===== src/imul_pkg.sv =====
// ------------------------------
// imul shared types
// FSM state and datapath selects
// ------------------------------

package imul_pkg;

  // ------------------------------
  // control FSM
  // ------------------------------

  typedef enum logic [1:0] {
    state_idle,
    state_calc,
    state_done
  } imul_state_e;

  // ------------------------------
  // datapath mux selects
  // ------------------------------

  // a register input
  typedef enum logic {
    a_load,
    a_shift
  } a_sel_e;

  // b register input
  typedef enum logic {
    b_load,
    b_shift
  } b_sel_e;

  // result register input, zero or running sum
  typedef enum logic {
    result_clear,
    result_add
  } result_sel_e;

endpackage


===== src/imul_zero_skip_shifter.sv =====
// ------------------------------
// zero-skipping right shifter for b
// drops a run of trailing zeros
// ------------------------------

module imul_zero_skip_shifter #(
  parameter int p_nbits    = 32,
  parameter int p_max_skip = 8
) (
  input  logic [p_nbits-1:0]           b,
  input  logic [$clog2(p_nbits+1)-1:0] remaining,
  output logic [p_nbits-1:0]           b_shifted,
  output logic [$clog2(p_nbits+1)-1:0] shamt
);

  localparam int cnt_w = $clog2(p_nbits + 1);

  // trailing zeros seen so far, capped
  logic [cnt_w-1:0] zeros;
  // still inside the zero run
  logic             run_open;

  // walk the low bits, stop at the first one,
  // at p_max_skip, or at the bits left to consume
  always_comb begin
    zeros    = '0;
    run_open = 1'b1;
    for (int i = 0; i < p_max_skip; i++) begin
      if (run_open && !b[i] && (cnt_w'(i) < remaining)) begin
        zeros = cnt_w'(i + 1);
      end else begin
        run_open = 1'b0;
      end
    end
  end

  // low bit set, or nothing to skip: single step
  assign shamt     = (zeros == '0) ? cnt_w'(1) : zeros;
  assign b_shifted = b >> shamt;

  // a skip drops only zero bits and stays within the bits left
  always_comb begin
    if (remaining != '0) begin
      assert (shamt <= remaining)
        else $error("shamt %0d past %0d remaining bits", shamt, remaining);
      if (!b[0]) begin
        assert ((b << (p_nbits - int'(shamt))) == '0)
          else $error("zero skip of %0d drops a set bit", shamt);
      end
    end
  end

endmodule


===== src/imul_bit_counter.sv =====
// ------------------------------
// consumed multiplier bit counter
// adds a variable step, flags done
// ------------------------------

module imul_bit_counter #(
  parameter int p_nbits = 32
) (
  input  logic                         clk,
  input  logic                         reset,
  input  logic                         clear,
  input  logic                         step,
  input  logic [$clog2(p_nbits+1)-1:0] amount,
  output logic [$clog2(p_nbits+1)-1:0] remaining,
  output logic                         done
);

  localparam int cnt_w = $clog2(p_nbits + 1);

  // count value meaning all bits consumed
  localparam logic [cnt_w-1:0] full = cnt_w'(p_nbits);

  logic [cnt_w-1:0] count;

  // ------------------------------
  // count register
  // ------------------------------

  always_ff @(posedge clk) begin
    if (reset || clear) begin
      count <= '0;
    end else if (step) begin
      // amount already limited by remaining in the shifter
      count <= count + amount;
    end
  end

  // ------------------------------
  // status
  // ------------------------------

  // bits still to consume, caps the next skip
  assign remaining = full - count;
  assign done      = (count == full);

  // shifter limit and FSM stop keep the count in range
  count_in_range: assert property (
    @(posedge clk) disable iff (reset)
    count <= full
  ) else $error("bit count %0d past %0d", count, p_nbits);

endmodule


===== src/imul_dpath.sv =====
// ------------------------------
// imul datapath
// operand, result regs and step logic
// ------------------------------

module imul_dpath #(
  parameter int p_nbits    = 32,
  parameter int p_max_skip = 8
) (
  input  logic                  clk,
  input  logic                  reset,

  // data
  input  logic [2*p_nbits-1:0]  istream_msg,
  output logic [p_nbits-1:0]    ostream_msg,

  // control in
  input  imul_pkg::a_sel_e      a_sel,
  input  imul_pkg::b_sel_e      b_sel,
  input  imul_pkg::result_sel_e result_sel,
  input  logic                  a_en,
  input  logic                  b_en,
  input  logic                  result_en,
  input  logic                  count_clear,

  // status out
  output logic                  b_lsb,
  output logic                  count_done
);

  import imul_pkg::*;

  localparam int msg_w = 2 * p_nbits;
  localparam int cnt_w = $clog2(p_nbits + 1);

  // operand halves, a on top
  logic [p_nbits-1:0] msg_a;
  logic [p_nbits-1:0] msg_b;

  logic [p_nbits-1:0] a_reg;
  logic [p_nbits-1:0] b_reg;
  logic [p_nbits-1:0] result_reg;

  logic [p_nbits-1:0] a_shifted;
  logic [p_nbits-1:0] b_shifted;
  logic [p_nbits-1:0] sum;

  logic [cnt_w-1:0]   shamt;
  logic [cnt_w-1:0]   remaining;

  assign msg_a = istream_msg[msg_w-1:p_nbits];
  assign msg_b = istream_msg[p_nbits-1:0];

  // ------------------------------
  // operand and result registers
  // ------------------------------

  always_ff @(posedge clk) begin
    if (a_en) begin
      a_reg <= (a_sel == a_load) ? msg_a : a_shifted;
    end
    if (b_en) begin
      b_reg <= (b_sel == b_load) ? msg_b : b_shifted;
    end
    if (result_en) begin
      result_reg <= (result_sel == result_clear) ? '0 : sum;
    end
  end

  // ------------------------------
  // step logic
  // ------------------------------

  // partial product accumulate
  assign sum = a_reg + result_reg;

  // a follows b by the same shift
  assign a_shifted = a_reg << shamt;

  imul_zero_skip_shifter #(
    .p_nbits    (p_nbits),
    .p_max_skip (p_max_skip)
  ) b_shifter (
    .b         (b_reg),
    .remaining (remaining),
    .b_shifted (b_shifted),
    .shamt     (shamt)
  );

  // every b shift outside a load is a step
  imul_bit_counter #(
    .p_nbits (p_nbits)
  ) bit_counter (
    .clk       (clk),
    .reset     (reset),
    .clear     (count_clear),
    .step      (b_en && !count_clear),
    .amount    (shamt),
    .remaining (remaining),
    .done      (count_done)
  );

  // status and result out
  assign b_lsb       = b_reg[0];
  assign ostream_msg = result_reg;

endmodule


===== src/imul_ctrl.sv =====
// ------------------------------
// imul control FSM
// idle, calc and done with handshake
// ------------------------------

module imul_ctrl (
  input  logic                  clk,
  input  logic                  reset,

  // stream handshake
  input  logic                  istream_val,
  output logic                  istream_rdy,
  output logic                  ostream_val,
  input  logic                  ostream_rdy,

  // status from datapath
  input  logic                  b_lsb,
  input  logic                  count_done,

  // datapath controls
  output imul_pkg::a_sel_e      a_sel,
  output imul_pkg::b_sel_e      b_sel,
  output imul_pkg::result_sel_e result_sel,
  output logic                  a_en,
  output logic                  b_en,
  output logic                  result_en,
  output logic                  count_clear
);

  import imul_pkg::*;

  imul_state_e state;
  imul_state_e state_next;

  logic req_go;
  logic resp_go;

  assign req_go  = istream_val && istream_rdy;
  assign resp_go = ostream_val && ostream_rdy;

  // ------------------------------
  // state register and transitions
  // ------------------------------

  always_ff @(posedge clk) begin
    if (reset) begin
      state <= state_idle;
    end else begin
      state <= state_next;
    end
  end

  always_comb begin
    state_next = state;
    case (state)
      state_idle: if (req_go) state_next = state_calc;
      state_calc: if (count_done) state_next = state_done;
      state_done: if (resp_go) state_next = state_idle;
      default:    state_next = state_idle;
    endcase
  end

  // ------------------------------
  // control signal table
  // ------------------------------

  always_comb begin
    // defaults: hold everything
    istream_rdy = 1'b0;
    ostream_val = 1'b0;
    a_sel       = a_load;
    b_sel       = b_load;
    result_sel  = result_clear;
    a_en        = 1'b0;
    b_en        = 1'b0;
    result_en   = 1'b0;
    count_clear = 1'b0;
    case (state)
      state_idle: begin
        // load operands each cycle, clear sum and count
        istream_rdy = 1'b1;
        a_en        = 1'b1;
        b_en        = 1'b1;
        result_en   = 1'b1;
        count_clear = 1'b1;
      end
      state_calc: begin
        // shift every step, add only on a set bit
        if (!count_done) begin
          a_sel      = a_shift;
          b_sel      = b_shift;
          result_sel = result_add;
          a_en       = 1'b1;
          b_en       = 1'b1;
          result_en  = b_lsb;
        end
      end
      state_done: begin
        ostream_val = 1'b1;
      end
      default: begin
        istream_rdy = 1'b0;
      end
    endcase
  end

  // response only once every multiplier bit is consumed
  done_full_count: assert property (
    @(posedge clk) disable iff (reset)
    ostream_val |-> count_done
  ) else $error("ostream_val high before all bits consumed");

  // accepted request starts with bits to consume
  start_clears_count: assert property (
    @(posedge clk) disable iff (reset)
    req_go |=> !count_done
  ) else $error("bit count not cleared on request accept");

endmodule


===== src/imul_var_lat.sv =====
// ------------------------------
// variable-latency 32-bit multiplier
// low half of a*b on val/rdy streams
// ------------------------------

module imul_var_lat #(
  parameter int p_nbits    = 32,
  parameter int p_max_skip = 8
) (
  input  logic                 clk,
  input  logic                 reset,

  input  logic                 istream_val,
  output logic                 istream_rdy,
  input  logic [2*p_nbits-1:0] istream_msg,

  output logic                 ostream_val,
  input  logic                 ostream_rdy,
  output logic [p_nbits-1:0]   ostream_msg
);

  import imul_pkg::*;

  // control to datapath
  a_sel_e      a_sel;
  b_sel_e      b_sel;
  result_sel_e result_sel;
  logic        a_en;
  logic        b_en;
  logic        result_en;
  logic        count_clear;

  // datapath to control
  logic        b_lsb;
  logic        count_done;

  imul_ctrl ctrl (
    .clk         (clk),
    .reset       (reset),
    .istream_val (istream_val),
    .istream_rdy (istream_rdy),
    .ostream_val (ostream_val),
    .ostream_rdy (ostream_rdy),
    .b_lsb       (b_lsb),
    .count_done  (count_done),
    .a_sel       (a_sel),
    .b_sel       (b_sel),
    .result_sel  (result_sel),
    .a_en        (a_en),
    .b_en        (b_en),
    .result_en   (result_en),
    .count_clear (count_clear)
  );

  imul_dpath #(
    .p_nbits    (p_nbits),
    .p_max_skip (p_max_skip)
  ) dpath (
    .clk         (clk),
    .reset       (reset),
    .istream_msg (istream_msg),
    .ostream_msg (ostream_msg),
    .a_sel       (a_sel),
    .b_sel       (b_sel),
    .result_sel  (result_sel),
    .a_en        (a_en),
    .b_en        (b_en),
    .result_en   (result_en),
    .count_clear (count_clear),
    .b_lsb       (b_lsb),
    .count_done  (count_done)
  );

endmodule


===== config.mk =====
export PLATFORM = sky130hd
export DESIGN_NAME = imul_var_lat
export DESIGN_NICKNAME = d
export VERILOG_FILES = /design/src/imul_pkg.sv /design/src/imul_zero_skip_shifter.sv /design/src/imul_bit_counter.sv /design/src/imul_dpath.sv /design/src/imul_ctrl.sv /design/src/imul_var_lat.sv
export SDC_FILE = /design/constraint.sdc
export NUM_CORES = 1
export LEC_CHECK = 0
export BUFFER_PORTS_ARGS = -buffer_cell sky130_fd_sc_hd__buf_2
export CORE_ASPECT_RATIO = 0.5
export CORE_MARGIN = 2
export CORE_UTILIZATION = 50
export CTS_CLUSTER_SIZE = 30
export DETAILED_ROUTE_END_ITERATION = 10
export PLACE_DENSITY = 0.72
export SLEW_MARGIN = 20
export SYNTH_ARGS = -nofsm -noshare
export SYNTH_HDL_FRONTEND = slang
export SYNTH_HIERARCHICAL = 1
export SYNTH_SLANG_ARGS = --single-unit

===== constraint.sdc =====
create_clock -name clk -period 3.97 [get_ports clk]
set_input_delay 0.397 -clock clk [delete_from_list [all_inputs] [get_ports clk]]
set_output_delay 0.397 -clock clk [all_outputs]
set_load 0.02 [all_outputs]

==> results of run 1 <==
layer usage:
layer | vias up | part of all wire, % | track usage [%]
met1 | 4154 | 45 | 35.49
met5 | - | 0 | 0
met2 | 360 | 46 | 43.35
met4 | 0 | 1.4 | 7.236
li1 | 4019 | - | -
met3 | 31 | 7.8 | 5.198
path summary, 6_finish.rpt:
kind | start | to | depth (start not counted)
min reg2reg | dpath/bit_counter/count[0] | dpath/bit_counter/count[0] | 2
max | dpath/bit_counter/count[2] | dpath/a_reg[31] | 14
min | reset | ctrl/state[1] | 2
max reg2reg | dpath/bit_counter/count[2] | dpath/a_reg[31] | 14
report_power, final:
part | switching (mW) | internal [mW]
combinational | 1.57 | 1.23
clock | 0.426 | 0.571
sequential | 0.245 | 1.46
stage by stage:
step                      area [sq um]  setup TNS, ns  hold slack (ns)  setup slack (ns)
after floorplan                   9696              0           0.4661           0.03897
after global placement           10500              0           0.5563            0.2689
after detailed placement         10500              0           0.5614            0.1623
after CTS                        10820              0           0.2291            0.1371
after global routing             10920        -0.2525           0.2285          -0.05298
final                            10920              0           0.2386            0.1111
cells in the mapped netlist (11+ instances only):
master	n
nand2_1	101
edfxtp_1	96
nor2_1	93
mux2i_1	70
mux2_2	57
a21oi_1	53
o21ai_0	51
inv_1	41
ha_1	37
clkbuf_1	33
o22ai_1	29
mux4_2	19
xnor2_1	18
a211oi_1	17
nand3_1	17
a21o_1	15
o211ai_1	14
xor2_1	14
buf_4	13
buf_2	11
cells in the final DEF, fill, tap and decap left out, drive strengths merged, types with 19 or more instances in the layout:
cell type,n
inv,44
nand2,103
edfxtp,96
mux2i,70
ha,37
buf,138
o21ai,53
mux2,63
mux4,19
a211oi,19
nor2,93
o22ai,29
a21oi,56
layout make-up:
| type | instances | area (sq um) | share of cell area, % |
|---|---|---|---|
| sequential | 104 | 3043 | 27.86 |
| multi-input combinational | 798 | 6218 | 56.94 |
| clock inverter | 5 | 78.83 | 0.7218 |
| timing repair buffer | 138 | 840.8 | 7.699 |
| clock buffer | 11 | 242.7 | 2.223 |
| inverter | 44 | 172.7 | 1.581 |
| tap | 259 | 324.1 | 2.967 |
logic make-up after synthesis:
logic type,synth area share [%]
AO/OA/AOI/OAI,22.09
AND/OR/NAND/NOR,13.62
flip-flops,31.42
buffers and inverters,5.530
multiplexers,19.21
adder cells (fa/ha/maj),5.194
XOR/XNOR,2.894
other,0.03872
==> impl_metrics.yaml, run 1 <==
power:
  vdd_drop_max_v: 0.0002381
  total_power_mw: 5.492
  p_leak_nw: 4.538
  p_per_area_nw_per_um2: 502.9
placement:
  globalplace.congestion: 0.9591
  io_buffer_count: 101
  hpwl_microns: 20010
  place_inst: 1342
global_route:
  antenna_found_initial: 0
  grt_first_pass_wirelength_microns: 42550
  grt_max_degree: 64
  track_usage_pct: 26.19
  grt_pass1_vias: 8100
  grt_overflow: 0
clock_network:
  cts_tree: "done"
  cts_resized: 0
  ctsHoldBuffers: 0
  cts.reportedPaths.clkPinSlew_ns: 0.07
  htreeDepth: 3
  clk_latency_ns: 0.36
  cts_setup_buffers: 0
  cts.sinks: 104
  cts_root_buffer: "clkbuf_16"
  cts_buffers: 9
  cts_max_path_buffers: 2
sta:
  rsz0062_at_grt: "yes"
  hold_violations: 0
  min_period_ns: 3.859
  setup_violations: 0
  max_clock_freq_ghz: 0.2591
  worstMarginPinSlew_ns: 0.8487
  fin_crit_sh_pct: 97.20
  max_slew_margin_pct: 43.42
  drv_slew: 0
  fin_worst_skew_ns: 0.009255
synthesis:
  yosysWarnings: 6
  syn_avg_cell_area_sq_um: 9.551
  synth_edf_count: 96
  yosysTopAreaCell: "edfxtp_1"
  synthTopCellsByArea: "edfxtp_1 30%, mux2i_1 7.2%, mux2_2 6.6%, ha_1 4.8%, mux4_2 4.4%"
  synth-async-reset-ratio_pct: 0
  synthCells: 1014
  synth_seq_cells: 104
  netlist.area_leader.share_pct: 29.77
  yosysUniqueCellTypes: 97
  synth_area_sq_um: 9684
  synth_flop_cell: "edfxtp_1"
  synth-seq-area-share_pct: 31.42
critical_path:
  worst_setup_path_start_kind: "flop"
  crit_fanout: 17
  max_stage_delay_ns: 0.61
  worstSetupEndpointType: "flop"
  crit_slowest_cell: "or4_4"
  crit_chain: "buf_4 > nor3_1 > xnor2_2 > or4_4 > a221oi_4 > o311ai_4 > nand2_4 > inv_6 > mux4_2 > mux2i_1 > nor2_1 > a311oi_1 > a211oi_1 > mux2_2"
  worstSetupPathType: "reg2reg"
  cpLargestDelayFamily: "simple AND/OR/NAND/NOR gates"
  critPathRequiredTime_ns: 4.08
  arrival_ns: 3.97
  critPathBufInv: 2
  r2r_setup_slack_ns: 0.11
route:
  drt_wl_total_microns: 26870
  avgRoutedWirePerCell_microns: 19.77
  drt_iter0_drc: 647
  viasPerCell: 6.302
  ant_nets: 0
  vias: 8564
  first_pass_iters: 5
  drcViolationCount: 0
floorplan:
  die_width_microns: 200.8
  initial_core_util_pct: 51.79
  core_sq_um: 18700
  boundaryPins: 102
  die_y_microns: 102.4
  die-area_sq_um: 20570
  std_cell_rows: 35
layout:
  area_growth_pct: 12.77
  postLayoutCoreUtil_pct: 58.40
  num-nets-final: 1202
  stdcell_count: 1359
  drive_gt1_share_pct: 26.00
  fillers: 1638
  diodes: 0
hold_path:
  hold_class: "in2reg"
status:
  outcome: "finished clean"
job:
  cap_viol_max_count: 0
(Power assumes the default switching activity.)
==> run 2, diff against run 1 <==
- CORE_UTILIZATION: 50 -> 55
- CTS_CLUSTER_DIAMETER: not set -> 50
- PLACE_DENSITY: 0.72 -> 0.76
==> run 2 against run 1 <==
Die area shrank 8.8%. Flip-flop and latch count stayed put. Clock skew up 0.0052 ns. First-iteration DRC count is 40% higher. Largest power group unchanged.
==> impl_metrics.yaml, run 2 (synthesis gave the netlist of run 1 again) <==
status:
  outcome: "finished clean"
floorplan:
  die_y_microns: 97.83
  std_cell_rows: 34
  die_width_microns: 191.7
  initial_core_util_pct: 55.93
  boundaryPins: 102
  die-area_sq_um: 18750
  core_sq_um: 17310
route:
  vias: 8667
  drt_iter0_drc: 903
  avgRoutedWirePerCell_microns: 20.50
  ant_nets: 0
  viasPerCell: 6.478
  drcViolationCount: 0
  drt_wl_total_microns: 27420
  first_pass_iters: 5
global_route:
  antenna_found_initial: 0
  grt_pass1_vias: 8316
  grt_first_pass_wirelength_microns: 43060
  grt_max_degree: 64
  grt_overflow: 0
  track_usage_pct: 28.91
layout:
  drive_gt1_share_pct: 26.72
  postLayoutCoreUtil_pct: 62.87
  layout.area.seq_sq_um: 3045
  stdcell_count: 1338
  area_growth_pct: 12.40
  most-common-layout-cells: "101 x nand2_1, 101 x buf_2, 96 x edfxtp_1, 91 x nor2_1, 68 x mux2i_1"
  num-nets-final: 1206
  diodes: 0
  fillers: 1461
  multi_input_area_sq_um: 6200
sta:
  fin_worst_skew_ns: 0.01447
  setup_violations: 0
  max_slew_margin_pct: 43.23
  tns_ns: 0
  worstMarginPinSlew_ns: 0.8515
  drv_slew: 0
  fin_crit_sh_pct: 96.11
  whs_ns: 0.2282
  max_clock_freq_ghz: 0.2621
  min_period_ns: 3.816
  hold_violations: 0
critical_path:
  cpLargestDelayFamily: "compound AO/OA/AOI/OAI gates"
  cp_common_cell: "buf_4"
  cp_num_cells: 15
  crit_slowest_cell: "a2111o_1"
  worstSetupPathType: "reg2reg"
  crit_fanout: 10
  critPathRequiredTime_ns: 4.09
  worst_setup_path_start_kind: "flop"
  crit_chain: "inv_1 > ha_1 > nand2_1 > xor2_2 > buf_4 > nor3_2 > buf_4 > o31a_1 > a21oi_4 > buf_4 > clkbuf_16 > mux2i_1 > mux2i_1 > a2111o_1 > mux2_2"
  critPathBufInv: 5
  max_stage_delay_ns: 0.45
  arrival_ns: 3.94
  rr_worst_depth: 15
  worstSetupEndpointType: "flop"
clock_network:
  cts_root_buffer: "clkbuf_16"
  clk_latency_ns: 0.36
  ctsHoldBuffers: 0
  cts_max_path_buffers: 2
  cts.sinks: 104
  htreeDepth: 3
  cts.reportedPaths.clkPinSlew_ns: 0.08
  cts_tree: "done"
  cts_buffers: 9
job:
  cap_viol_max_count: 0
placement:
  hpwl_microns: 19870
  place_inst: 1314
  io_buffer_count: 101
  globalplace.congestion: 0.9616
power:
  p_per_area_nw_per_um2: 497.6
  total_power_mw: 5.417
  vdd_drop_max_v: 0.0002612
  p_leak_nw: 4.538
hold_path:
  hold_class: "in2reg"
  hold-path-cell-count: 2
==> run 2: cell types whose count changed in the layout (fill, tap and decap cells not counted), sizes merged <==
cell	before	now
clkinvlp	0	2
bufinv	2	0
inv	44	45
clkinv	3	4
buf	138	140
==> run 2: path summary, 6_finish.rpt <==
| kind | start | to | slack [ns] |
|---|---|---|---|
| setup / recovery | dpath/bit_counter/count[0] | dpath/b_reg[0] | 0.15 |
| hold / removal | reset | ctrl/state[0] | 0.23 |
| setup reg to reg | dpath/bit_counter/count[0] | dpath/b_reg[0] | 0.15 |
| hold reg to reg | dpath/bit_counter/count[1] | dpath/bit_counter/count[1] | 0.57 |
==> run 2: cell type report <==
type                    count  share of cell area (%)
multi-input cells         798                   56.95
flip-flops and latches    104                   27.98
repair buffers            142                   8.241
well taps                 234                   2.690
clock buffers               9                   2.069
inverters                  44                   1.563
clock inverters             7                  0.5057
==> run 2: what timing repair did <==
item / in CTS / in global routing
buffers inserted: 0 / 5
endpoints found under the setup margin: 0 / 34
resized for setup: 0 / 12
==> run 2: report_power, final <==
group          internal (mW)  switching (mW)
clock                  0.432           0.440
combinational           1.25            1.60
sequential              1.46           0.243
total                   3.14            2.28
==> run 2: stage by stage <==
stage / setup WS, ns / cell area (sq um)
after floorplan: 0.03897 / 9696
after global placement: 0.1669 / 10430
after detailed placement: 0.05840 / 10430
after CTS: 0.03100 / 10710
after global routing: -0.05028 / 10890
final: 0.1543 / 10890
==> run 2: layer usage <==
layer	vias to the layer above	global-route usage [%]	wire, microns
li1	4025	-	-
met1	4082	40.79	11640
met2	487	45.04	12350
met3	73	5.715	2754
met4	0	8.698	682
met5	-	0	0
